File: src/include/board_defs.svh
// Widths and depths are fixed at elaboration, and SYNC_STAGES must be 2 or more
`ifndef BOARD_DEFS_SVH
`define BOARD_DEFS_SVH

// ------------------------------
// I2C lines
// ------------------------------

`define I2C_PORTS       4    // Control port plus three camera ports
`define GLITCH_DEPTH    8    // Stable samples before a line change is taken

// ------------------------------
// Status conditioning
// ------------------------------

// Flops per synchronizer chain
`define SYNC_STAGES     2

// Stretch ends one edge after this counter bit sets
// 3 gives 2**3+1 cycles of PPS level
`define PPS_TIMER_BIT   3

// ------------------------------
// GPIO banks
// ------------------------------

`define GPIO_WIDTH      16   // Main header GPIO
`define CAM_GPIO_WIDTH  15   // Camera connector GPIO

// Top four GPIO bits carry status
// Camera bits 3, 6, 7 and 8 carry vsync

`endif
File: src/verilog/board_pad_pkg.sv
// Pad vector types sized from board_defs.svh; one I2C bit per port with port 0 the control bus
`default_nettype none

`include "board_defs.svh"

package board_pad_pkg;

  // ------------------------------
  // GPIO banks
  // ------------------------------

  typedef logic [`GPIO_WIDTH-1:0]     gpio_vec_t;      // Main header
  typedef logic [`CAM_GPIO_WIDTH-1:0] cam_gpio_vec_t;  // Camera connector

  // ------------------------------
  // I2C lines
  // ------------------------------

  // Bit 0 is the control bus, bits 1..3 the cameras
  typedef logic [`I2C_PORTS-1:0] i2c_line_vec_t;

  // SCL set in the low half, SDA set in the high half
  typedef logic [2*`I2C_PORTS-1:0] i2c_pair_vec_t;

endpackage

`default_nettype wire

File: src/verilog/board_status_pkg.sv
// Status path types sized from board_defs.svh, so the header must be on the include path
`default_nettype none

`include "board_defs.svh"

package board_status_pkg;

  // ------------------------------
  // Debug mux enables
  // ------------------------------

  // Packed MSB first, so cam_vsync_en sits in bits 7:4
  typedef struct packed {
    logic [3:0] cam_vsync_en;  // Vsync onto camera GPIO 3, 6, 7, 8 (bit 4 first)
    logic       reserved;      // Ignored by the mux
    logic       lock_en;       // Synth lock to GPIO 13 and sensor PLL lock to GPIO 12
    logic       vsync_en;      // Vsync to GPIO 14
    logic       pps_en;        // PPS stretch to GPIO 15
  } gpio_mux_en_t;

  // ------------------------------
  // Status conditioning
  // ------------------------------

  // Stretch counter, top bit ends the stretch
  typedef logic [`PPS_TIMER_BIT:0] pps_cnt_t;

  // One synchronizer chain, bit 0 samples the pin
  typedef logic [`SYNC_STAGES-1:0] sync_chain_t;

endpackage

`default_nettype wire

File: src/verilog/debug_status_if.sv
// Level signals only with no handshake; vsync is a strobe and the consumer sees it unchanged
`default_nettype none

interface debug_status_if;

  logic pps_stretch;      // Stretched PPS level
  logic synth_lock;       // Clock synthesizer lock, synchronized
  logic sensor_pll_lock;  // Sensor PLL lock, synchronized
  logic vsync;            // Vsync strobe, synchronized

  // Status generator side
  modport producer (
    output pps_stretch,
    output synth_lock,
    output sensor_pll_lock,
    output vsync
  );

  // Debug mux side
  modport consumer (
    input pps_stretch,
    input synth_lock,
    input sensor_pll_lock,
    input vsync
  );

endinterface

`default_nettype wire

File: src/verilog/board_io_top.sv
// Single hif_clk domain with synchronous reset; I2C pads are split into pin level and drive-low
`default_nettype none

module board_io_top (
  input  logic                           hif_clk,
  input  logic                           hif_rst,
  // Status sources
  input  logic                           i_pps,
  input  logic                           i_synth_locked,
  input  logic                           i_sensor_pll_locked,
  input  logic                           i_vsync,
  // GPIO
  input  board_status_pkg::gpio_mux_en_t i_mux_en,
  input  board_pad_pkg::gpio_vec_t       i_gpio_out,
  input  board_pad_pkg::cam_gpio_vec_t   i_cam_gpio_out,
  output board_pad_pkg::gpio_vec_t       o_gpio,
  output board_pad_pkg::cam_gpio_vec_t   o_cam_gpio,
  // I2C pads
  input  board_pad_pkg::i2c_line_vec_t   i_scl_pad,
  input  board_pad_pkg::i2c_line_vec_t   i_sda_pad,
  input  board_pad_pkg::i2c_line_vec_t   i_scl_en,
  input  board_pad_pkg::i2c_line_vec_t   i_sda_en,
  output board_pad_pkg::i2c_line_vec_t   o_scl_drive_low,
  output board_pad_pkg::i2c_line_vec_t   o_sda_drive_low,
  output board_pad_pkg::i2c_line_vec_t   o_scl,
  output board_pad_pkg::i2c_line_vec_t   o_sda
);

  // ------------------------------
  // Status to GPIO
  // ------------------------------

  debug_status_if u_status_if ();

  board_status_gen u_status_gen (
    .hif_clk             ( hif_clk                  ),
    .hif_rst             ( hif_rst                  ),
    .i_pps               ( i_pps                    ),
    .i_synth_locked      ( i_synth_locked           ),
    .i_sensor_pll_locked ( i_sensor_pll_locked      ),
    .i_vsync             ( i_vsync                  ),
    .status              ( u_status_if.producer     )
  );

  gpio_debug_mux u_gpio_mux (
    .hif_clk             ( hif_clk                  ),
    .hif_rst             ( hif_rst                  ),
    .status              ( u_status_if.consumer     ),
    .i_mux_en            ( i_mux_en                 ),
    .i_gpio_out          ( i_gpio_out               ),
    .i_cam_gpio_out      ( i_cam_gpio_out           ),
    .o_gpio              ( o_gpio                   ),  // PPS pin is o_gpio[15]
    .o_cam_gpio          ( o_cam_gpio               )
  );

  // ------------------------------
  // I2C pads
  // ------------------------------

  i2c_pad_ctrl u_i2c_pad (
    .hif_clk             ( hif_clk                  ),
    .hif_rst             ( hif_rst                  ),
    .i_scl_pad           ( i_scl_pad                ),
    .i_sda_pad           ( i_sda_pad                ),
    .i_scl_en            ( i_scl_en                 ),
    .i_sda_en            ( i_sda_en                 ),
    .o_scl_drive_low     ( o_scl_drive_low          ),
    .o_sda_drive_low     ( o_sda_drive_low          ),
    .o_scl               ( o_scl                    ),
    .o_sda               ( o_sda                    )
  );

endmodule

`default_nettype wire

File: src/verilog/gpio_debug_mux.sv
// Outputs lag their inputs by one hif_clk cycle and the reserved enable bit has no effect
`default_nettype none

module gpio_debug_mux (
  input  logic                         hif_clk,
  input  logic                         hif_rst,
  debug_status_if.consumer             status,
  input  board_status_pkg::gpio_mux_en_t i_mux_en,
  input  board_pad_pkg::gpio_vec_t     i_gpio_out,      // User values
  input  board_pad_pkg::cam_gpio_vec_t i_cam_gpio_out,
  output board_pad_pkg::gpio_vec_t     o_gpio,
  output board_pad_pkg::cam_gpio_vec_t o_cam_gpio
);

  import board_pad_pkg::*;

  // Status pins on the main header
  localparam int GPIO_PPS_PIN   = 15;
  localparam int GPIO_VSYNC_PIN = 14;
  localparam int GPIO_SYNTH_PIN = 13;
  localparam int GPIO_PLL_PIN   = 12;

  // Camera vsync pins, indexed by cam_vsync_en bit
  localparam int CAM_VSYNC_PIN [4] = '{3, 6, 7, 8};

  gpio_vec_t     gpio_nxt;
  cam_gpio_vec_t cam_gpio_nxt;

  // ------------------------------
  // Override select
  // ------------------------------

  always_comb begin
    gpio_nxt     = i_gpio_out;      // Default is the user value
    cam_gpio_nxt = i_cam_gpio_out;
    if (i_mux_en.pps_en) gpio_nxt[GPIO_PPS_PIN] = status.pps_stretch;
    if (i_mux_en.vsync_en) gpio_nxt[GPIO_VSYNC_PIN] = status.vsync;
    if (i_mux_en.lock_en) begin     // One enable for both lock pins
      gpio_nxt[GPIO_SYNTH_PIN] = status.synth_lock;
      gpio_nxt[GPIO_PLL_PIN]   = status.sensor_pll_lock;
    end
    for (int k = 0; k < 4; k++) begin
      if (i_mux_en.cam_vsync_en[k]) cam_gpio_nxt[CAM_VSYNC_PIN[k]] = status.vsync;
    end
  end

  // ------------------------------
  // Output register
  // ------------------------------

  always_ff @(posedge hif_clk) begin
    if (hif_rst) begin
      o_gpio     <= '0;
      o_cam_gpio <= '0;
    end else begin
      o_gpio     <= gpio_nxt;
      o_cam_gpio <= cam_gpio_nxt;
    end
  end

endmodule

`default_nettype wire

File: src/verilog/i2c_pad_ctrl.sv
// Pads need an external open-drain buffer that pulls low on drive_low and floats high otherwise
`default_nettype none

`include "board_defs.svh"

module i2c_pad_ctrl (
  input  logic                         hif_clk,
  input  logic                         hif_rst,
  input  board_pad_pkg::i2c_line_vec_t i_scl_pad,        // Pin levels
  input  board_pad_pkg::i2c_line_vec_t i_sda_pad,
  input  board_pad_pkg::i2c_line_vec_t i_scl_en,         // Low pulls the line down
  input  board_pad_pkg::i2c_line_vec_t i_sda_en,
  output board_pad_pkg::i2c_line_vec_t o_scl_drive_low,
  output board_pad_pkg::i2c_line_vec_t o_sda_drive_low,
  output board_pad_pkg::i2c_line_vec_t o_scl,            // Filtered readback
  output board_pad_pkg::i2c_line_vec_t o_sda
);

  import board_pad_pkg::*;

  i2c_pair_vec_t pad_raw;   // {SDA, SCL} as seen on the pins
  i2c_pair_vec_t pad_filt;
  i2c_line_vec_t scl_filt;
  i2c_line_vec_t sda_filt;

  // ------------------------------
  // Line filtering
  // ------------------------------

  assign pad_raw = {i_sda_pad, i_scl_pad};

  // Bus idles high, so the filter resets to 1
  glitch_filter #(
    .WIDTH       ( 2*`I2C_PORTS  ),
    .DEPTH       ( `GLITCH_DEPTH ),
    .RESET_VALUE ( 1'b1          )
  ) u_line_filter (
    .hif_clk     ( hif_clk       ),
    .hif_rst     ( hif_rst       ),
    .i_din       ( pad_raw       ),
    .o_dout      ( pad_filt      )
  );

  assign scl_filt = pad_filt[`I2C_PORTS-1:0];
  assign sda_filt = pad_filt[2*`I2C_PORTS-1:`I2C_PORTS];

  // ------------------------------
  // Drive and readback
  // ------------------------------

  assign o_scl_drive_low = ~i_scl_en;  // Open drain
  assign o_sda_drive_low = ~i_sda_en;

  assign o_scl = scl_filt & i_scl_en;  // Disabled port reads 0
  assign o_sda = sda_filt & i_sda_en;

endmodule

`default_nettype wire

File: src/verilog/board_status_gen.sv
// i_pps must already be a hif_clk pulse; the lock and vsync inputs may be asynchronous
`default_nettype none

`include "board_defs.svh"

module board_status_gen (
  input  logic             hif_clk,
  input  logic             hif_rst,
  input  logic             i_pps,                // One-cycle pulse
  input  logic             i_synth_locked,       // Async level
  input  logic             i_sensor_pll_locked,  // Async level
  input  logic             i_vsync,              // Async strobe
  debug_status_if.producer status
);

  import board_status_pkg::*;

  // ------------------------------
  // Input synchronizers
  // ------------------------------

  sync_chain_t synth_lock_sync;
  sync_chain_t pll_lock_sync;
  sync_chain_t vsync_sync;

  // Shift toward the MSB, output after SYNC_STAGES edges
  always_ff @(posedge hif_clk) begin
    if (hif_rst) begin
      synth_lock_sync <= '0;
      pll_lock_sync   <= '0;
      vsync_sync      <= '0;
    end else begin
      synth_lock_sync <= {synth_lock_sync[`SYNC_STAGES-2:0], i_synth_locked};
      pll_lock_sync   <= {pll_lock_sync[`SYNC_STAGES-2:0], i_sensor_pll_locked};
      vsync_sync      <= {vsync_sync[`SYNC_STAGES-2:0], i_vsync};
    end
  end

  assign status.synth_lock      = synth_lock_sync[`SYNC_STAGES-1];
  assign status.sensor_pll_lock = pll_lock_sync[`SYNC_STAGES-1];
  assign status.vsync           = vsync_sync[`SYNC_STAGES-1];

  // ------------------------------
  // PPS stretch
  // ------------------------------

  pps_cnt_t pps_cnt;      // Cycles since the stretch began
  logic     pps_stretch;
  logic     pps_done;

  assign pps_done = pps_cnt[`PPS_TIMER_BIT];  // Set after 2**PPS_TIMER_BIT counts

  // Isolated pulse holds the level for 2**PPS_TIMER_BIT+1 cycles
  always_ff @(posedge hif_clk) begin
    if (hif_rst) begin
      pps_stretch <= 1'b0;
      pps_cnt     <= '0;
    end else if (i_pps) begin
      pps_stretch <= 1'b1;                // Counter keeps its place on a repeat pulse
    end else if (pps_done) begin
      pps_stretch <= 1'b0;
      pps_cnt     <= '0;
    end else if (pps_stretch) begin
      pps_cnt     <= pps_cnt + 1'b1;
    end
  end

  assign status.pps_stretch = pps_stretch;

endmodule

`default_nettype wire

File: src/verilog/glitch_filter.sv
// Every bit is treated as asynchronous; a change shows after SYNC_STAGES plus DEPTH stable cycles
`default_nettype none

`include "board_defs.svh"

module glitch_filter #(
  parameter int   WIDTH       = 1,
  parameter int   DEPTH       = 8,     // Consecutive differing samples needed
  parameter logic RESET_VALUE = 1'b1   // Idle level of every bit
) (
  input  logic             hif_clk,
  input  logic             hif_rst,
  input  logic [WIDTH-1:0] i_din,
  output logic [WIDTH-1:0] o_dout
);

  localparam int               CNT_W    = $clog2(DEPTH + 1);
  localparam logic [CNT_W-1:0] CNT_LAST = CNT_W'(DEPTH - 1);

  logic [WIDTH-1:0] sync_q [`SYNC_STAGES];  // Stage 0 samples the pins
  logic [WIDTH-1:0] sample;                 // Synchronized value
  logic [CNT_W-1:0] stab_cnt [WIDTH];       // Run length of a differing value

  assign sample = sync_q[`SYNC_STAGES-1];

  // ------------------------------
  // Synchronizer
  // ------------------------------

  always_ff @(posedge hif_clk) begin
    if (hif_rst) begin
      for (int s = 0; s < `SYNC_STAGES; s++) begin
        sync_q[s] <= {WIDTH{RESET_VALUE}};
      end
    end else begin
      sync_q[0] <= i_din;
      for (int s = 1; s < `SYNC_STAGES; s++) begin
        sync_q[s] <= sync_q[s-1];
      end
    end
  end

  // ------------------------------
  // Stability filter
  // ------------------------------

  always_ff @(posedge hif_clk) begin
    if (hif_rst) begin
      o_dout <= {WIDTH{RESET_VALUE}};
      for (int b = 0; b < WIDTH; b++) begin
        stab_cnt[b] <= '0;
      end
    end else begin
      for (int b = 0; b < WIDTH; b++) begin
        if (sample[b] == o_dout[b]) begin
          stab_cnt[b] <= '0;                   // Glitch over, start again
        end else if (stab_cnt[b] == CNT_LAST) begin
          stab_cnt[b] <= '0;
          o_dout[b]   <= sample[b];            // DEPTH samples in a row
        end else begin
          stab_cnt[b] <= stab_cnt[b] + 1'b1;
        end
      end
    end
  end

endmodule

`default_nettype wire

File: config.mk
export PLATFORM = sky130hd
export DESIGN_NAME = board_io_top
export DESIGN_NICKNAME = d
export VERILOG_FILES = /design/src/verilog/board_pad_pkg.sv /design/src/verilog/board_status_pkg.sv /design/src/verilog/debug_status_if.sv /design/src/verilog/board_io_top.sv /design/src/verilog/gpio_debug_mux.sv /design/src/verilog/i2c_pad_ctrl.sv /design/src/verilog/board_status_gen.sv /design/src/verilog/glitch_filter.sv
export VERILOG_INCLUDE_DIRS = /design/src /design/src/include
export SDC_FILE = /design/constraint.sdc
export NUM_CORES = 1
export LEC_CHECK = 0
export ABC_AREA = 1
export BUFFER_PORTS_ARGS = -buffer_cell sky130_fd_sc_hd__clkbuf_2
export CAP_MARGIN = 5
export CORE_UTILIZATION = 47
export CTS_CLUSTER_SIZE = 10
export DETAILED_ROUTE_END_ITERATION = 7
export GPL_ROUTABILITY_DRIVEN = 1
export GPL_TIMING_DRIVEN = 0
export MAX_ROUTING_LAYER = met4
export PLACE_DENSITY = 0.76
export SLEW_MARGIN = 30
export SYNTH_ARGS = -nofsm -noshare
export SYNTH_HDL_FRONTEND = slang
export SYNTH_HIERARCHICAL = 1
export SYNTH_SLANG_ARGS = --single-unit
File: constraint.sdc
create_clock -name hif_clk -period 1 [get_ports hif_clk]
set_input_delay 0.1 -clock hif_clk [delete_from_list [all_inputs] [get_ports hif_clk]]
set_output_delay 0.1 -clock hif_clk [all_outputs]
set_load 0.005 [all_outputs]
==> flow_summary.json <==
{
  "status": "finished, violations left",
  "violations": "negative setup slack",
  "hold_viol": 0,
  "dieArea_sq_um": 8609,
  "avgViaCountPerCell": 4.613,
  "synth.distinct_cells": 23,
  "postSynthCellCount": 440,
  "wl_per_cell_um": 12.20,
  "cp-end-kind": "flop",
  "cts.sinks": 98,
  "finalSetupViolations": 36,
  "start_util": 0.4936,
  "p_int_mw": 5.966,
  "drtIter0Drc": 102,
  "tritoncts": "built",
  "worstPathRequired_ns": 1.11,
  "crit_path_start_kind": "flop",
  "hold_ws_ns": 0.01328,
  "seq_power_share": 0.558,
  "max_freq_mhz": 853.8,
  "antenna_found_initial": 0,
  "syn_area_per_cell_sq_um": 8.804,
  "cts_root_buffer": "clkbuf_8",
  "place.gp.congestion": 0.7230,
  "areaGrowthSynthToFinish_pct": 52.94,
  "clk-insertion-delay-late_ns": 0.35,
  "route.detailed.drc": 0,
  "grt-ovfl-total": 0,
  "ioPinCount": 108,
  "grt_pass1_vias": 3476,
  "grt_pass1_wl_mm": 14.34,
  "rsz0062_at_grt": "yes",
  "finalInstanceArea_sq_um": 5924,
  "ir_worst_vdd_mv": 0.8622,
  "seqCellArea_sq_um": 2296,
  "period_share": 1.171,
  "nNetsFinal": 730,
  "wl_mm": 9.361,
  "p_comb_frac": 0.124,
  "crit_arrival_ns": 1.28,
  "p_sw_frac": 0.2456,
  "timing.final.ws_setup_ns": -0.1712,
  "crit_type": "flop to flop",
  "ys_warn_count": 6,
  "p_per_area_nw_per_um2": 1335,
  "cp_max_fo": 3,
  "track_usage": 0.2155,
  "drt_pass1_iterations": 5,
  "multi_input_area_sq_um": 1729,
  "diodes": 0,
  "htree_levels": 3,
  "min_path_type": "input port to flop",
  "skew_ns": 0.009990,
  "ant_nets": 0,
  "final_common_cell": "clkbuf_2",
  "die_w_um": 92.79,
  "fill_cells": 543,
  "p_sw_mw": 1.942,
  "vias": 3538,
  "grt_max_degree": 17,
  "cap_violations": 0,
  "ys_seq_area_frac": 0.5891,
  "path_clk_slew_ns": 0.10,
  "ys_ff_latch": 98,
  "leakage_nw": 2.922,
  "final_cell_mix": "clkbuf_2 (105), inv_1 (78), nor2_1 (71)",
  "power_mw": 7.908,
  "fin_crit_ns": 1.171,
  "slew_violations": 0,
  "numCtsBuffers": 9,
  "core_area_sq_um": 7848,
  "clk_path_buf_depth": 2,
  "num_rows": 32,
  "portBuffers": 106,
  "die_h_um": 92.79,
  "final_util": 0.7549,
  "post_dp_cell_area_sq_um": 4738,
  "dpl.hpwl_mm": 5.256,
  "clkPwrFrac": 0.319,
  "syn_area_sq_um": 3874,
  "layout-drive-gt1-share": 0.3504
}
## layer usage
layer	GRT usage	up-vias	share of wire
li1	-	1767	-
met1	0.2420	1615	0.41
met2	0.3787	136	0.51
met3	0.04023	20	0.056
met4	0.08333	0	0.021
met5	-	-	0
## sequential cells by signal, summed over array words and instances, names as in the netlist
name                              count
u_gpio_mux/o_cam_gpio                15
u_i2c_pad/u_line_filter/stab_cnt     32
u_gpio_mux/o_gpio                    16
u_i2c_pad/u_line_filter/sync_q       16
u_status_gen/pll_lock_sync            2
u_status_gen/synth_lock_sync          2
u_status_gen/pps_cnt                  4
u_status_gen/vsync_sync               2
u_status_gen/status.pps_stretch       1
u_i2c_pad/u_line_filter/o_dout        8
## per-stage QoR
step                      TNS (ns)  std cells  setup WS [ns]
after global routing        -4.875        767        -0.2001
after global placement      -4.047        679        -0.1763
after CTS                   -2.230        766       -0.09081
after detailed placement    -4.915        679        -0.1951
after floorplan            -0.8352        471       -0.04339
final                       -2.761        767        -0.1712
## worst paths after layout
path / start / end / slack, ns / depth (start not counted)
max: u_i2c_pad/u_line_filter/stab_cnt[1][4] / u_i2c_pad/u_line_filter/stab_cnt[1][7] / -0.17 / 5
min: i_mux_en[2] / u_gpio_mux/o_gpio[12] / 0.01 / 3
max reg2reg: u_i2c_pad/u_line_filter/stab_cnt[1][4] / u_i2c_pad/u_line_filter/stab_cnt[1][7] / -0.17 / 5
min reg2reg: u_i2c_pad/u_line_filter/sync_q[0][5] / u_i2c_pad/u_line_filter/sync_q[0][13] / 0.41 / 1
## power by group through the flow
stage | Sequential (mW) | Clock (mW) | Combinational (mW)
floorplan | 4.47 | 0 | 0.351
global placement | 4.48 | 0 | 0.631
detailed placement | 4.49 | 0 | 0.648
CTS | 4.39 | 2.57 | 0.873
global route | 4.43 | 2.74 | 1.08
finish | 4.41 | 2.52 | 0.977
## repair_timing
| action | 4_1_cts | 5_1_grt |
|---|---|---|
| buffers inserted | 24 | 1 |
| pin swaps | 19 | 14 |
| resized for setup | 18 | 57 |
| endpoints found under the setup margin | 41 | 45 |
| hold buffers | 47 | 0 |
| endpoints found under the hold margin | 42 | 0 |
## critical path: stages (launching register included)
cell and delay, ns:
edfxtp_1 0.45, buf_4 0.18, nand3_1 0.09, nand2_1 0.09
nand2_1 0.08, nor2_1 0.05
## layout make-up
class / count / share of cell area
Clock inverter: 6 / 0.01140
Sequential cell: 98 / 0.3875
Inverter: 83 / 0.05259
Timing Repair Buffer: 178 / 0.2042
Tap cell: 102 / 0.02154
Buffer: 6 / 0.009293
Multi-Input combinational cell: 284 / 0.2919
Clock buffer: 10 / 0.02154
## cells by family after synthesis
| family | synth area share |
|---|---|
| compound gates | 0.009046 |
| flops | 0.5891 |
| simple gates | 0.2590 |
| other cells | 0.0009681 |
| xor+xnor | 0.01809 |
| fa+ha+maj | 0.02907 |
| buf+inv | 0.09464 |
## synthesized netlist by cell type
cell type,number,share of area
clkbuf_2,1,0.0013
o21ai_2,1,0.0023
a21oi_1,2,0.0026
buf_6,4,0.012
nand3_1,32,0.041
xnor2_1,8,0.018
ha_1,9,0.029
nand2_1,73,0.071
conb_1,1,0.00097
buf_2,1,0.0013
inv_1,81,0.078
nor2_2,1,0.0016
or2_2,6,0.0097
inv_2,2,0.0019
a21oi_2,1,0.0023
nand2_2,1,0.0016
edfxtp_1,32,0.25
o21bai_1,1,0.0019
dfxtp_1,66,0.34
nand4_1,17,0.027
nand3_2,2,0.0052
or2_1,10,0.016
nor2_1,88,0.085
(Power assumes the default switching activity.)
